==> src/ts_pkg.sv <==
package ts_pkg;

	// data and address widths
	typedef logic [15:0] ts_word_t;
	typedef logic [6:0]  ts_sf_addr_t;
	typedef logic [8:0]  ts_tm_addr_t;
	typedef logic [8:0]  ts_coord_t;
	// size code, (code + 1) * 8 pixels or lines
	typedef logic [2:0]  ts_size_t;
	typedef logic [11:0] ts_tnum_t;
	typedef logic [3:0]  ts_pal_t;
	typedef logic [7:0]  ts_page_t;
	typedef logic [5:0]  ts_row_t;
	typedef logic [5:0]  ts_tcount_t;

	// layers in the order they are walked within a line
	typedef enum logic [2:0]
	{
		S0         = 3'd0,
		T0         = 3'd1,
		S1         = 3'd2,
		T1         = 3'd3,
		S2         = 3'd4,
		LAYERS_END = 3'd5,
		LAYERS_BEG = 3'd7
	} ts_layer_t;

	// sprite file geometry
	localparam int          SF_WORDS = 128;
	// 42 three-word descriptors, the index stops here
	localparam ts_sf_addr_t SF_LAST  = 7'd126;

	// sprite word R0
	localparam int R0_Y_LSB  = 0;
	localparam int R0_YS_LSB = 9;
	localparam int R0_ACT    = 13;
	localparam int R0_LEAP   = 14;
	localparam int R0_YF     = 15;

	// sprite word R1
	localparam int R1_X_LSB  = 0;
	localparam int R1_XS_LSB = 9;
	localparam int R1_XF     = 15;

	// sprite word R2
	localparam int R2_TNUM_LSB = 0;
	localparam int R2_PAL_LSB  = 12;

	// tile-map entry
	localparam int TW_TNUM_LSB = 0;
	localparam int TW_PAL_LSB  = 12;
	localparam int TW_PAL_W    = 2;
	localparam int TW_XF       = 14;
	localparam int TW_YF       = 15;

	// layer enables in tsconf
	localparam int CFG_S_EN  = 7;
	localparam int CFG_T1_EN = 6;
	localparam int CFG_T0_EN = 5;

endpackage
==> src/video_ts.sv <==
`timescale 1ns/1ps

module video_ts (
	input  logic                clk,
	input  logic                rst,
	input  logic                start,
	input  ts_pkg::ts_coord_t   line,
	input  logic [7:0]          tsconf,
	input  ts_pkg::ts_page_t    t0gpage,
	input  ts_pkg::ts_page_t    t1gpage,
	input  ts_pkg::ts_page_t    sgpage,
	input  ts_pkg::ts_tcount_t  num_tiles,
	input  ts_pkg::ts_coord_t   t0x_offs,
	input  ts_pkg::ts_coord_t   t0y_offs,
	input  ts_pkg::ts_coord_t   t1x_offs,
	input  ts_pkg::ts_coord_t   t1y_offs,
	input  logic [1:0]          t0_palsel,
	input  logic [1:0]          t1_palsel,
	input  ts_pkg::ts_sf_addr_t sf_waddr,
	input  ts_pkg::ts_word_t    sf_wdata,
	input  logic                sf_we,
	output ts_pkg::ts_tm_addr_t tmb_raddr,
	input  ts_pkg::ts_word_t    tmb_rdata,
	output logic                tsr_go,
	output ts_pkg::ts_coord_t   tsr_x,
	output ts_pkg::ts_size_t    tsr_xs,
	output logic                tsr_xf,
	output ts_pkg::ts_page_t    tsr_page,
	output ts_pkg::ts_row_t     tsr_row,
	output ts_pkg::ts_tnum_t    tsr_tnum,
	output ts_pkg::ts_pal_t     tsr_pal,
	input  logic                tsr_ready,
	output logic                ts_done
);

	// sprite file read side
	ts_pkg::ts_sf_addr_t sf_raddr;
	ts_pkg::ts_word_t    sf_rdata;

	// sequencer controls
	logic spr_run;
	logic til_run;
	logic til_sel1;
	logic spr_end;
	logic til_end;

	// sprite request bus
	logic              spr_go;
	ts_pkg::ts_coord_t spr_x;
	ts_pkg::ts_size_t  spr_xs;
	logic              spr_xf;
	ts_pkg::ts_page_t  spr_page;
	ts_pkg::ts_row_t   spr_row;
	ts_pkg::ts_tnum_t  spr_tnum;
	ts_pkg::ts_pal_t   spr_pal;

	// tile request bus
	logic              til_go;
	ts_pkg::ts_coord_t til_x;
	ts_pkg::ts_size_t  til_xs;
	logic              til_xf;
	ts_pkg::ts_page_t  til_page;
	ts_pkg::ts_row_t   til_row;
	ts_pkg::ts_tnum_t  til_tnum;
	ts_pkg::ts_pal_t   til_pal;

	sprite_file u_sf (
		.clk(clk),
		.waddr(sf_waddr), .wdata(sf_wdata), .we(sf_we),
		.raddr(sf_raddr), .rdata(sf_rdata)
	);

	sprite_walker u_spr (
		.clk(clk), .rst(rst), .start(start), .run(spr_run),
		.line(line), .sgpage(sgpage), .ready(tsr_ready),
		.sf_raddr(sf_raddr), .sf_rdata(sf_rdata),
		.go(spr_go), .x(spr_x), .xs(spr_xs), .xf(spr_xf),
		.page(spr_page), .row(spr_row), .tnum(spr_tnum), .pal(spr_pal),
		.layer_end(spr_end)
	);

	tile_walker u_til (
		.clk(clk), .rst(rst), .start(start), .run(til_run), .sel1(til_sel1),
		.line(line), .num_tiles(num_tiles),
		.t0x_offs(t0x_offs), .t0y_offs(t0y_offs),
		.t1x_offs(t1x_offs), .t1y_offs(t1y_offs),
		.t0gpage(t0gpage), .t1gpage(t1gpage),
		.t0_palsel(t0_palsel), .t1_palsel(t1_palsel),
		.ready(tsr_ready), .tmb_raddr(tmb_raddr), .tmb_rdata(tmb_rdata),
		.go(til_go), .x(til_x), .xs(til_xs), .xf(til_xf),
		.page(til_page), .row(til_row), .tnum(til_tnum), .pal(til_pal),
		.layer_end(til_end)
	);

	layer_sequencer u_seq (
		.clk(clk), .rst(rst), .start(start), .tsconf(tsconf),
		.spr_end(spr_end), .til_end(til_end),
		.spr_run(spr_run), .til_run(til_run), .til_sel1(til_sel1),
		.spr_go(spr_go), .spr_x(spr_x), .spr_xs(spr_xs), .spr_xf(spr_xf),
		.spr_page(spr_page), .spr_row(spr_row), .spr_tnum(spr_tnum), .spr_pal(spr_pal),
		.til_go(til_go), .til_x(til_x), .til_xs(til_xs), .til_xf(til_xf),
		.til_page(til_page), .til_row(til_row), .til_tnum(til_tnum), .til_pal(til_pal),
		.tsr_go(tsr_go), .tsr_x(tsr_x), .tsr_xs(tsr_xs), .tsr_xf(tsr_xf),
		.tsr_page(tsr_page), .tsr_row(tsr_row), .tsr_tnum(tsr_tnum), .tsr_pal(tsr_pal),
		.ts_done(ts_done)
	);

endmodule

==> src/layer_sequencer.sv <==
`timescale 1ns/1ps

module layer_sequencer (
	input  logic               clk,
	input  logic               rst,
	input  logic               start,
	input  logic [7:0]         tsconf,
	input  logic               spr_end,
	input  logic               til_end,
	output logic               spr_run,
	output logic               til_run,
	output logic               til_sel1,
	input  logic               spr_go,
	input  ts_pkg::ts_coord_t  spr_x,
	input  ts_pkg::ts_size_t   spr_xs,
	input  logic               spr_xf,
	input  ts_pkg::ts_page_t   spr_page,
	input  ts_pkg::ts_row_t    spr_row,
	input  ts_pkg::ts_tnum_t   spr_tnum,
	input  ts_pkg::ts_pal_t    spr_pal,
	input  logic               til_go,
	input  ts_pkg::ts_coord_t  til_x,
	input  ts_pkg::ts_size_t   til_xs,
	input  logic               til_xf,
	input  ts_pkg::ts_page_t   til_page,
	input  ts_pkg::ts_row_t    til_row,
	input  ts_pkg::ts_tnum_t   til_tnum,
	input  ts_pkg::ts_pal_t    til_pal,
	output logic               tsr_go,
	output ts_pkg::ts_coord_t  tsr_x,
	output ts_pkg::ts_size_t   tsr_xs,
	output logic               tsr_xf,
	output ts_pkg::ts_page_t   tsr_page,
	output ts_pkg::ts_row_t    tsr_row,
	output ts_pkg::ts_tnum_t   tsr_tnum,
	output ts_pkg::ts_pal_t    tsr_pal,
	output logic               ts_done
);

	ts_pkg::ts_layer_t layer_r;
	logic              s_en;
	logic              t0_en;
	logic              t1_en;
	logic              layer_switch;

	// next enabled layer after cur
	function automatic ts_pkg::ts_layer_t next_layer(input ts_pkg::ts_layer_t cur,
		input logic se, input logic t0e, input logic t1e);
		case (cur)
			ts_pkg::LAYERS_BEG:
				next_layer = se ? ts_pkg::S0 : t0e ? ts_pkg::T0 :
					t1e ? ts_pkg::T1 : ts_pkg::LAYERS_END;
			ts_pkg::S0:
				next_layer = t0e ? ts_pkg::T0 : se ? ts_pkg::S1 :
					t1e ? ts_pkg::T1 : ts_pkg::LAYERS_END;
			ts_pkg::T0:
				next_layer = se ? ts_pkg::S1 : t1e ? ts_pkg::T1 : ts_pkg::LAYERS_END;
			ts_pkg::S1:
				next_layer = t1e ? ts_pkg::T1 : se ? ts_pkg::S2 : ts_pkg::LAYERS_END;
			ts_pkg::T1:
				next_layer = se ? ts_pkg::S2 : ts_pkg::LAYERS_END;
			default:
				next_layer = ts_pkg::LAYERS_END;
		endcase
	endfunction

	assign s_en  = tsconf[ts_pkg::CFG_S_EN];
	assign t0_en = tsconf[ts_pkg::CFG_T0_EN];
	assign t1_en = tsconf[ts_pkg::CFG_T1_EN];

	assign spr_run  = (layer_r == ts_pkg::S0) || (layer_r == ts_pkg::S1) ||
		(layer_r == ts_pkg::S2);
	assign til_run  = (layer_r == ts_pkg::T0) || (layer_r == ts_pkg::T1);
	assign til_sel1 = layer_r == ts_pkg::T1;
	assign ts_done  = layer_r == ts_pkg::LAYERS_END;

	// only the walker that owns the layer may end it
	assign layer_switch = (spr_run && spr_end) || (til_run && til_end);

	always_ff @(posedge clk)
	begin
		if (rst)
			layer_r <= ts_pkg::LAYERS_END;
		else if (start)
			layer_r <= next_layer(ts_pkg::LAYERS_BEG, s_en, t0_en, t1_en);
		else if (layer_switch)
			layer_r <= next_layer(layer_r, s_en, t0_en, t1_en);
	end

	// renderer bus follows the running walker
	assign tsr_go   = spr_run ? spr_go   : til_go;
	assign tsr_x    = spr_run ? spr_x    : til_x;
	assign tsr_xs   = spr_run ? spr_xs   : til_xs;
	assign tsr_xf   = spr_run ? spr_xf   : til_xf;
	assign tsr_page = spr_run ? spr_page : til_page;
	assign tsr_row  = spr_run ? spr_row  : til_row;
	assign tsr_tnum = spr_run ? spr_tnum : til_tnum;
	assign tsr_pal  = spr_run ? spr_pal  : til_pal;

	assert property (@(posedge clk) disable iff (rst) !(spr_run && til_run));

endmodule

==> src/tile_walker.sv <==
`timescale 1ns/1ps

module tile_walker (
	input  logic                clk,
	input  logic                rst,
	input  logic                start,
	input  logic                run,
	input  logic                sel1,
	input  ts_pkg::ts_coord_t   line,
	input  ts_pkg::ts_tcount_t  num_tiles,
	input  ts_pkg::ts_coord_t   t0x_offs,
	input  ts_pkg::ts_coord_t   t0y_offs,
	input  ts_pkg::ts_coord_t   t1x_offs,
	input  ts_pkg::ts_coord_t   t1y_offs,
	input  ts_pkg::ts_page_t    t0gpage,
	input  ts_pkg::ts_page_t    t1gpage,
	input  logic [1:0]          t0_palsel,
	input  logic [1:0]          t1_palsel,
	input  logic                ready,
	output ts_pkg::ts_tm_addr_t tmb_raddr,
	input  ts_pkg::ts_word_t    tmb_rdata,
	output logic                go,
	output ts_pkg::ts_coord_t   x,
	output ts_pkg::ts_size_t    xs,
	output logic                xf,
	output ts_pkg::ts_page_t    page,
	output ts_pkg::ts_row_t     row,
	output ts_pkg::ts_tnum_t    tnum,
	output ts_pkg::ts_pal_t     pal,
	output logic                layer_end
);

	// tcount_r is the tile whose map entry is on tmb_rdata
	ts_pkg::ts_tcount_t tcount_r;
	ts_pkg::ts_tcount_t tcount_next;
	ts_pkg::ts_tcount_t col;
	logic               armed_r;

	ts_pkg::ts_coord_t x_offs;
	ts_pkg::ts_coord_t y_offs;
	ts_pkg::ts_coord_t yl;
	logic              fresh;
	logic              at_end;
	logic              t_act;
	logic              t_yflp;
	logic              adv;

	logic [ts_pkg::TW_PAL_W-1:0] t_pal;

	assign x_offs = sel1 ? t1x_offs : t0x_offs;
	assign y_offs = sel1 ? t1y_offs : t0y_offs;
	assign yl     = line + y_offs;

	assign tnum   = tmb_rdata[ts_pkg::TW_TNUM_LSB +: $bits(ts_pkg::ts_tnum_t)];
	assign t_pal  = tmb_rdata[ts_pkg::TW_PAL_LSB +: ts_pkg::TW_PAL_W];
	assign t_yflp = tmb_rdata[ts_pkg::TW_YF];
	assign t_act  = tnum != '0;

	// new layer, or run came back after another layer
	assign fresh  = run && !armed_r;
	assign at_end = tcount_r == num_tiles;
	// empty tiles pass without waiting for the renderer
	assign adv    = run && armed_r && !at_end && !(t_act && !ready);

	assign go        = run && armed_r && !at_end && t_act && ready;
	assign layer_end = run && armed_r && at_end;

	always_comb
	begin
		if (start || fresh)
			tcount_next = '0;
		else if (adv)
			tcount_next = tcount_r + 6'd1;
		else
			tcount_next = tcount_r;
	end

	// map column wraps at 64
	assign col       = x_offs[8:3] + tcount_next;
	assign tmb_raddr = {yl[4:3], col, sel1};

	always_ff @(posedge clk)
	begin
		if (rst)
		begin
			tcount_r <= '0;
			armed_r  <= 1'b0;
		end
		else
		begin
			tcount_r <= tcount_next;
			armed_r  <= run && !layer_end && !start;
		end
	end

	assign x    = {tcount_r, 3'b000} - {6'b000000, x_offs[2:0]};
	assign xs   = '0;
	assign xf   = tmb_rdata[ts_pkg::TW_XF];
	assign page = sel1 ? t1gpage : t0gpage;
	assign row  = {3'b000, yl[2:0] ^ {3{t_yflp}}};
	assign pal  = {sel1 ? t1_palsel : t0_palsel, t_pal};

	assert property (@(posedge clk) disable iff (rst)
		run && armed_r |-> tcount_r <= num_tiles);

endmodule

==> src/sprite_walker.sv <==
`timescale 1ns/1ps

module sprite_walker (
	input  logic                clk,
	input  logic                rst,
	input  logic                start,
	input  logic                run,
	input  ts_pkg::ts_coord_t   line,
	input  ts_pkg::ts_page_t    sgpage,
	input  logic                ready,
	output ts_pkg::ts_sf_addr_t sf_raddr,
	input  ts_pkg::ts_word_t    sf_rdata,
	output logic                go,
	output ts_pkg::ts_coord_t   x,
	output ts_pkg::ts_size_t    xs,
	output logic                xf,
	output ts_pkg::ts_page_t    page,
	output ts_pkg::ts_row_t     row,
	output ts_pkg::ts_tnum_t    tnum,
	output ts_pkg::ts_pal_t     pal,
	output logic                layer_end
);

	// idx_r is the word now on sf_rdata, stb_r tells R0, R1 or R2
	ts_pkg::ts_sf_addr_t idx_r;
	ts_pkg::ts_sf_addr_t idx_next;
	logic [2:0]          stb_r;
	logic [2:0]          stb_next;
	logic                end_r;

	ts_pkg::ts_coord_t s_ycrd;
	ts_pkg::ts_size_t  s_ysz;
	logic              s_act;
	logic              s_leap;
	logic              s_yflp;
	ts_pkg::ts_coord_t dy;
	logic [6:0]        ylines;
	logic              visible;
	logic              exhausted;
	logic              adv;
	logic              skip;

	// latched R0 and R1 fields
	logic              leap_r;
	ts_pkg::ts_row_t   row_r;
	ts_pkg::ts_coord_t x_r;
	ts_pkg::ts_size_t  xs_r;
	logic              xf_r;

	assign s_ycrd = sf_rdata[ts_pkg::R0_Y_LSB +: $bits(ts_pkg::ts_coord_t)];
	assign s_ysz  = sf_rdata[ts_pkg::R0_YS_LSB +: $bits(ts_pkg::ts_size_t)];
	assign s_act  = sf_rdata[ts_pkg::R0_ACT];
	assign s_leap = sf_rdata[ts_pkg::R0_LEAP];
	assign s_yflp = sf_rdata[ts_pkg::R0_YF];

	// line inside the sprite, wraps at 512
	assign dy      = line - s_ycrd;
	assign ylines  = {1'b0, s_ysz, 3'b000} + 7'd8;
	assign visible = dy < {2'b00, ylines};

	assign exhausted = idx_r == ts_pkg::SF_LAST;
	// only the R2 stage waits for the renderer
	assign adv  = run && !exhausted && !(stb_r[2] && !ready);
	assign skip = adv && stb_r[0] && !(s_act && visible);
	assign go   = stb_r[2] && run && ready;

	// any skipped sprite with leap still closes the layer
	assign layer_end = (go && leap_r) || (skip && s_leap) || (run && exhausted && !end_r);

	always_comb
	begin
		if (start)
		begin
			idx_next = '0;
			stb_next = 3'b001;
		end
		else if (skip)
		begin
			// past R1 and R2 to the next R0
			idx_next = idx_r + 7'd3;
			stb_next = 3'b001;
		end
		else if (adv)
		begin
			idx_next = idx_r + 7'd1;
			stb_next = {stb_r[1:0], stb_r[2]};
		end
		else
		begin
			idx_next = idx_r;
			stb_next = stb_r;
		end
	end

	// the RAM registers this, so its data lines up with idx_r
	assign sf_raddr = idx_next;

	always_ff @(posedge clk)
	begin
		if (rst)
		begin
			idx_r <= '0;
			stb_r <= 3'b001;
			end_r <= 1'b0;
		end
		else
		begin
			idx_r <= idx_next;
			stb_r <= stb_next;
			end_r <= layer_end;
		end
	end

	always_ff @(posedge clk)
	begin
		if (adv && stb_r[0])
		begin
			leap_r <= s_leap;
			row_r  <= s_yflp ? {s_ysz, 3'b111} - dy[5:0] : dy[5:0];
		end
		if (adv && stb_r[1])
		begin
			x_r  <= sf_rdata[ts_pkg::R1_X_LSB +: $bits(ts_pkg::ts_coord_t)];
			xs_r <= sf_rdata[ts_pkg::R1_XS_LSB +: $bits(ts_pkg::ts_size_t)];
			xf_r <= sf_rdata[ts_pkg::R1_XF];
		end
	end

	assign x    = x_r;
	assign xs   = xs_r;
	assign xf   = xf_r;
	assign page = sgpage;
	assign row  = row_r;
	assign tnum = sf_rdata[ts_pkg::R2_TNUM_LSB +: $bits(ts_pkg::ts_tnum_t)];
	assign pal  = sf_rdata[ts_pkg::R2_PAL_LSB +: $bits(ts_pkg::ts_pal_t)];

	// requests are at least three cycles apart
	assert property (@(posedge clk) disable iff (rst)
		go |-> run && ready && !$past(go) && !$past(go, 2));

endmodule

==> src/sprite_file.sv <==
`timescale 1ns/1ps

module sprite_file (
	input  logic                clk,
	input  ts_pkg::ts_sf_addr_t waddr,
	input  ts_pkg::ts_word_t    wdata,
	input  logic                we,
	input  ts_pkg::ts_sf_addr_t raddr,
	output ts_pkg::ts_word_t    rdata
);

	// descriptor store, written by the host
	ts_pkg::ts_word_t mem [0:ts_pkg::SF_WORDS-1];

	always_ff @(posedge clk)
	begin
		if (we)
		begin
			mem[waddr] <= wdata;
		end
	end

	// registered read, data follows the address by one cycle
	always_ff @(posedge clk)
	begin
		rdata <= mem[raddr];
	end

endmodule

==> config.mk <==
export PLATFORM = sky130hd
export DESIGN_NAME = video_ts
export DESIGN_NICKNAME = d
export VERILOG_FILES = /design/src/ts_pkg.sv /design/src/video_ts.sv /design/src/layer_sequencer.sv /design/src/tile_walker.sv /design/src/sprite_walker.sv /design/src/sprite_file.sv
export SDC_FILE = /design/constraint.sdc
export NUM_CORES = 2
export LEC_CHECK = 0
export CAP_MARGIN = 25
export CORE_MARGIN = 2
export CORE_UTILIZATION = 53
export CTS_CLUSTER_SIZE = 14
export DETAILED_ROUTE_END_ITERATION = 10
export DONT_BUFFER_PORTS = 1
export PLACE_DENSITY = 0.8
export SETUP_SLACK_MARGIN = 0.02
export SLEW_MARGIN = 10
export SYNTH_ARGS = -nofsm -noshare
export SYNTH_HDL_FRONTEND = slang
export SYNTH_SLANG_ARGS = --single-unit
export TNS_END_PERCENT = 5
==> constraint.sdc <==
create_clock -name clk -period 7.3 [get_ports clk]
set_input_delay 0.365 -clock clk [delete_from_list [all_inputs] [get_ports clk]]
set_output_delay 0.365 -clock clk [all_outputs]
set_load 0.1 [all_outputs]
; Yosys cells after proc, flatten, opt, wreduce, memory -nomap -nowiden
; Memory sizes are Yosys's and may differ from the RTL's. A register that Yosys moved wholly into a read port is not among the register bits.
; Cells that the tools add are included.
[word_totals]
latch_bits = 0
word_cells = 107
mem_bits_ro = 0
output_inout_bits = 54
register_bits = 41
mem_count = 1
mem_bits_rw = 2048
[memory_table]
columns = memory, words, word_bits, read_ports, rd_ports_with_merged_regs, write_ports, line_no
row1 = u_sf.mem, 128, 16, 1, 1, 1, sprite_file.sv:13  ; ts_pkg::ts_word_t mem [0:ts_pkg::SF_WORDS-1];
[op_classes]
mux = 30
n_shift = 0
div_mod_pow = 0
n_addsub = 9
n_mul = 0
n_eq_ne = 8
magnitude_cmp = 1
bitwise = 1
n_reduce_logical = 46
[op_table]
columns = operator, n
row1 = $mux 3, 9
row2 = $logic_and 1x1->1, 25
row3 = $mux 6, 4
row4 = $mux 7, 3
row5 = $mux 9, 2
row6 = $mux 8, 2
row7 = $pmux 3 s5, 1
row8 = $mux 12, 1
row9 = $reduce_bool 12->1, 1
row10 = $logic_not 1->1, 10
row11 = $eq 3x3->1 const B, 3
row12 = $lt 9x7->1, 1
row13 = $sub 9x3->9, 1
row14 = $sub 9x9->9, 1
row15 = $add 6x4->7 const B, 1
row16 = $add 7x1->7 const B, 1
row17 = $add 7x2->7 const B, 1
row18 = $eq 7x7->1 const B, 1
row19 = $logic_or 1x1->1, 7
row20 = $add 6x1->6 const B, 1
row21 = $add 6x6->6, 1
row22 = $eq 3x2->1 const B, 2
row23 = $eq 6x6->1, 1
row24 = $sub 6x6->6, 1
row25 = other kinds (10), 14

; Depth between registers and ports, before layout
[logic_depth]
depth_word = 14
ltp_mapped = 25
depth_no_buf = 21

; Hierarchy
; From an unflattened synthesis, not the netlist that was laid out.
[hier_totals]
cells_unflattened = 3596
hier_area_um2 = 83211.1
[by_module_without_submodules]
columns = module, cells_each, n_inst, seq_area_each_um2, area_per_inst_um2
row1 = sprite_file, 3086, 1, 61819.3, 78522.8
row2 = sprite_walker, 243, 1, 820.8, 2338.5
row3 = tile_walker, 181, 1, 140.1, 1516.5
row4 = layer_sequencer, 86, 1, 60.1, 833.3

; Worst setup path before layout
; Ideal clock, no wire load.
[synth_timing]
path_kind = reg-to-output
startpoint = register u_seq.layer_r[2]
endpoint = output tmb_raddr[6]
required_ns = 6.935
n_path_buf = 2
t_arrival_ns = 4.187
path_slack_ns = 2.748
path_stages_with_launch = 13
path_cell_list = dfxtp_1 clkbuf_1 nor2_1 nand2_1 clkbuf_1 mux2_2 ha_1 a21o_1 a21oi_1 o21bai_1 a21oi_1 xor2_1 xnor2_1
[synth_via]
elab_chain_cells = 8
elab_cells_between_ends = 12
[synth_rtl]
columns = element, line_no
row1 = start: declaration, layer_sequencer.sv:40  ; ts_pkg::ts_layer_t layer_r;
row2 = start signal: assignment, layer_sequencer.sv:83  ; layer_r <= ts_pkg::LAYERS_END;
row3 = start signal: assignment, layer_sequencer.sv:85  ; layer_r <= next_layer(ts_pkg::LAYERS_BEG, s_en, t0_en, t1_en);
row4 = start signal: assignment, layer_sequencer.sv:87  ; layer_r <= next_layer(layer_r, s_en, t0_en, t1_en);
row5 = $eq 3x1->1 or $eq 3x2->1 (tied branches), "layer_sequencer.sv:73, layer_sequencer.sv:74"
row6 = $logic_or 1x1->1, layer_sequencer.sv:73  ; assign til_run = (layer_r == ts_pkg::T0) || (layer_r == ts_pkg::T1);
row7 = $logic_and 1x1->1 (3 in a row), tile_walker.sv:63  ; assign adv = run && armed_r && !at_end && !(t_act && !ready);
row8 = $mux 6, tile_walker.sv:72  ; else if (adv)
row9 = $mux 6, tile_walker.sv:70  ; if (start || fresh)
row10 = $add 6x6->6 *, tile_walker.sv:79  ; assign col = x_offs[8:3] + tcount_next;
row11 = end: declaration, video_ts.sv:22  ; output ts_pkg::ts_tm_addr_t tmb_raddr,
; Every way passes the cells marked *; elsewhere a longest branch is shown, timed or not.

; Worst setup path in the final report
[layout_timing]
startpoint = register u_sf.rdata[0] (read register of u_sf.mem)
endpoint = register u_sf.rdata[2] (read register of u_sf.mem)
[layout_via]
elab_chain_cells = 7
[layout_rtl]
columns = element, line_no
row1 = start: declaration, sprite_file.sv:9  ; output ts_pkg::ts_word_t rdata
row2 = $sub 9x9->9, sprite_walker.sv:57  ; assign dy = line - s_ycrd;
row3 = $lt 9x7->1, sprite_walker.sv:59  ; assign visible = dy < {2'b00, ylines};
row4 = $logic_and 1x1->1, sprite_walker.sv:64  ; assign skip = adv && stb_r[0] && !(s_act && visible);
row5 = $logic_not 1->1, sprite_walker.sv:64
row6 = $logic_and 1x1->1, sprite_walker.sv:64
row7 = $mux 7, sprite_walker.sv:77  ; else if (skip)
row8 = $mux 7, sprite_walker.sv:72  ; if (start)
; Every way passes these cells.
; A chain may end at the register's enable or synchronous reset.

==> impl_metrics.tcl <==
set metrics [dict create \
    yosys_warnings 0 \
    cts_buffers 197 \
    min_period_ns 6.64 \
    synth.distinct_cells 82 \
    dieArea_um2 164000 \
    ys_async_sr_fraction 0 \
    io_buffers 0 \
    holdWs_ns 0.0186 \
    fmax_mhz 151 \
    ys_ff_latch 2105 \
    setup_violations 0 \
    cts_sinks 2105 \
    syn_area_um2 85200 \
    core_um2 160000 \
    wl_um 232000 \
    placedInstanceArea_um2 88500 \
    std_cell_rows 147 \
    drt-pass1-iter-count 8 \
    switchingPower_mw 5.67 \
    syn_inst 6364 \
    wl_per_cell_um 26.7 \
    start_util 0.532 \
    clk_pin_slew_ns 0.06 \
    worstMarginPinSlew_ns 1.16 \
    netlist.area_leader.share 0.729 \
    dp_cells 8267 \
    drc 0 \
    p_sw_frac 0.227 \
    setup_slack_ns 0.664 \
    synth_seq_area_share 0.738 \
    ctsResizeCount 0 \
    place.gp.congestion 0.860 \
    crit_arrival_ns 7.37 \
    drt_iter0_drc 10000 \
    seqPwrFrac 0.534 \
    path_class "reg2reg" \
    area_delta_synth_final_pct 12.2 \
    synth_edf_count 2068 \
    viasPerCell 6.45 \
    tritoncts "built" \
    final-max-slew-violation-count 0 \
    r2r-end "u_sf.rdata[2]" \
    ir_drop_v 0.000263 \
    synth_top_area_cell "edfxtp_1" \
    skew_ns 0.0427 \
    cts_setup_buffers 0 \
    synth_top_flop_cell "edfxtp_1" \
    vias 56000 \
    io_pins 185 \
    final_cells 8683 \
    final_layout_size_suffix_gt1_frac 0.0956 \
    grt_pass1_vias 54100 \
    rsz0062_at_grt "no" \
    syn_avg_cell_area_um2 13.4 \
    grt_pass1_wl_um 340000 \
    powerDensity_nw_per_um2 262 \
    final_nets 6583 \
    total_power_mw 25.0 \
    cap_viol_max_count 0 \
    tns_ns 0 \
    grt_antenna_before_repair 10 \
    die_y_um 405 \
    cp-start-kind "register" \
    synth_fp_nets 6529 \
    cp-startpoint "u_sf.rdata[0]" \
    max-slew-margin-rel 0.218 \
    ys_top_cells_by_count "2068 x edfxtp_1, 1801 x nand2_1, 479 x nand3_1, 241 x and3_1, 205 x mux2i_1" \
    clockBufferDepth 3 \
    synth_most_common_cell "edfxtp_1" \
    cp-endpoint "u_sf.rdata[2]" \
    dp_hpwl_um 128000 \
    power_frac_clock 0.403 \
    h-tree-depth 4 \
    fin_crit_sh 0.909 \
    cts_hold_buf 30 \
    crit_fanout 35 \
    r2r_cells 20 \
    grt_use_total 0.279 \
    final_util 0.597 \
    status "finished, final reports clean" \
    synthTopCellsByArea "edfxtp_1 73%, nand2_1 7.9%, nand3_1 2.8%" \
    reg2reg_slack_ns 0.66 \
    hold_viol_final 0 \
    final_cell_area_um2 95600 \
    pre_cts_slack_ns 0.903 \
    leakagePower_nw 32.7 \
    clockRootBuffer "clkbuf_16" \
    die_w_um 405 \
    worstPathRequired_ns 8.03 \
    intPower_mw 19.4 \
    worst_hold_path_type "in2reg" \
    ant_nets 0 \
    clk_latency_ns 0.86 \
    p_comb_frac 0.063 \
    r2r-start "u_sf.rdata[0]" \
    grt_overflow 0 \
    endpoint_kind "register" \
    grt_max_degree 166 \
]
[per-layer routing]
metal  GRT usage  routed length [um]
met5           0                  40
met4       0.140               11900
met3      0.0712               31700
met2       0.440              109000
met1       0.361               79700
[logic make-up after synthesis]
family          synth area share
compound gates            0.0548
xor+xnor                 0.00482
fa+ha+maj                0.00535
buf+inv                   0.0223
flops                      0.738
mux                       0.0254
simple gates               0.150
[cells in the final DEF, fill, tap and decap left out, types with 18 or more instances in the layout]
cell type and n:
buf_4 205, inv_1 28, a21oi_1 39, o21ai_2 25, nor4_1 35, clkinv_1 47
and2_1 25, a311oi_1 193, a221oi_1 28, clkinv_2 36, ha_1 30, nand2_1 1801
clkbuf_1 44, a32o_1 32, nand3_1 479, xnor2_1 25, buf_12 23, nand4_1 53
mux2i_1 205, a31oi_1 113, nor2_1 160, and3_1 241, dfxtp_1 37, buf_16 22
o21ai_0 30, a211oi_1 18, edfxtp_1 2068, dlygate4sd3_1 18, clkbuf_16 202, nor3_1 31
[power groups by stage]
stage                     logic [mW]  registers [mW]  clock network [mW]
after detailed placement        1.31            13.6                   0
final                           1.59            13.4                10.1
after global placement          1.25            13.6                   0
after floorplan                0.944            13.6                   0
after CTS                       1.56            13.4                10.1
after global routing            1.67            13.4                10.6
[state kept, by name (all words and copies together) (netlist names)]
signal and flops:
u_spr.stb_r 3, u_til.armed_r 1, u_spr.xs 3, u_til.tcount_r 6, u_spr.leap_r 1, u_spr.row 6, u_spr.x 9, u_spr.xf 1
u_sf.mem 2048, u_seq.layer_r 3, u_sf.rdata 16, u_spr.end_r 1, u_spr.idx_r 7
[worst min-delay path by stage]
| stage | start | end | slack (ns) | depth (start not counted) |
|---|---|---|---|---|
| finish | sf_wdata[4] | u_sf.mem[108][4] | 0.02 | 1 |
| global route | sf_wdata[4] | u_sf.mem[108][4] | 0.03 | 1 |
| CTS | sf_wdata[2] | u_sf.mem[119][2] | 0.001 | 1 |
| detailed placement | rst | u_seq.layer_r[1] | 0.44 | 1 |
| global placement | rst | u_til.tcount_r[5] | 0.44 | 1 |
| floorplan | u_sf.rdata[15] | u_spr.xf | 0.41 | 0 |
[worst max-delay path: stages, from the launching register on]
cell	delay, ns
dfxtp_1	0.34
ha_1	0.22
fa_1	0.39
nand2b_1	0.18
nand2b_1	0.08
a21oi_1	0.08
xor2_1	0.28
inv_1	0.08
ha_1	0.27
nor2b_1	0.13
nor3_1	0.12
o21ai_0	0.15
a21o_1	0.32
o211ai_1	0.65
nand3_4	0.29
buf_4	0.36
o21ai_4	0.43
o2111ai_1	0.40
nor4_1	0.96
a31oi_1	0.40
and3b_1	0.34
[cell type report]
| class | instances | area, um2 |
|---|---|---|
| multi-input cells | 3810 | 20800 |
| well taps | 2086 | 2610 |
| clock inverters | 117 | 1060 |
| clock buffers | 251 | 5280 |
| fillers | 11300 | 64400 |
| flip-flops and latches | 2105 | 62800 |
| repair buffers | 275 | 2900 |
| inverters | 29 | 109 |
| diodes | 10 | 25.0 |
Note: power is estimated with default switching activity, not from simulation.
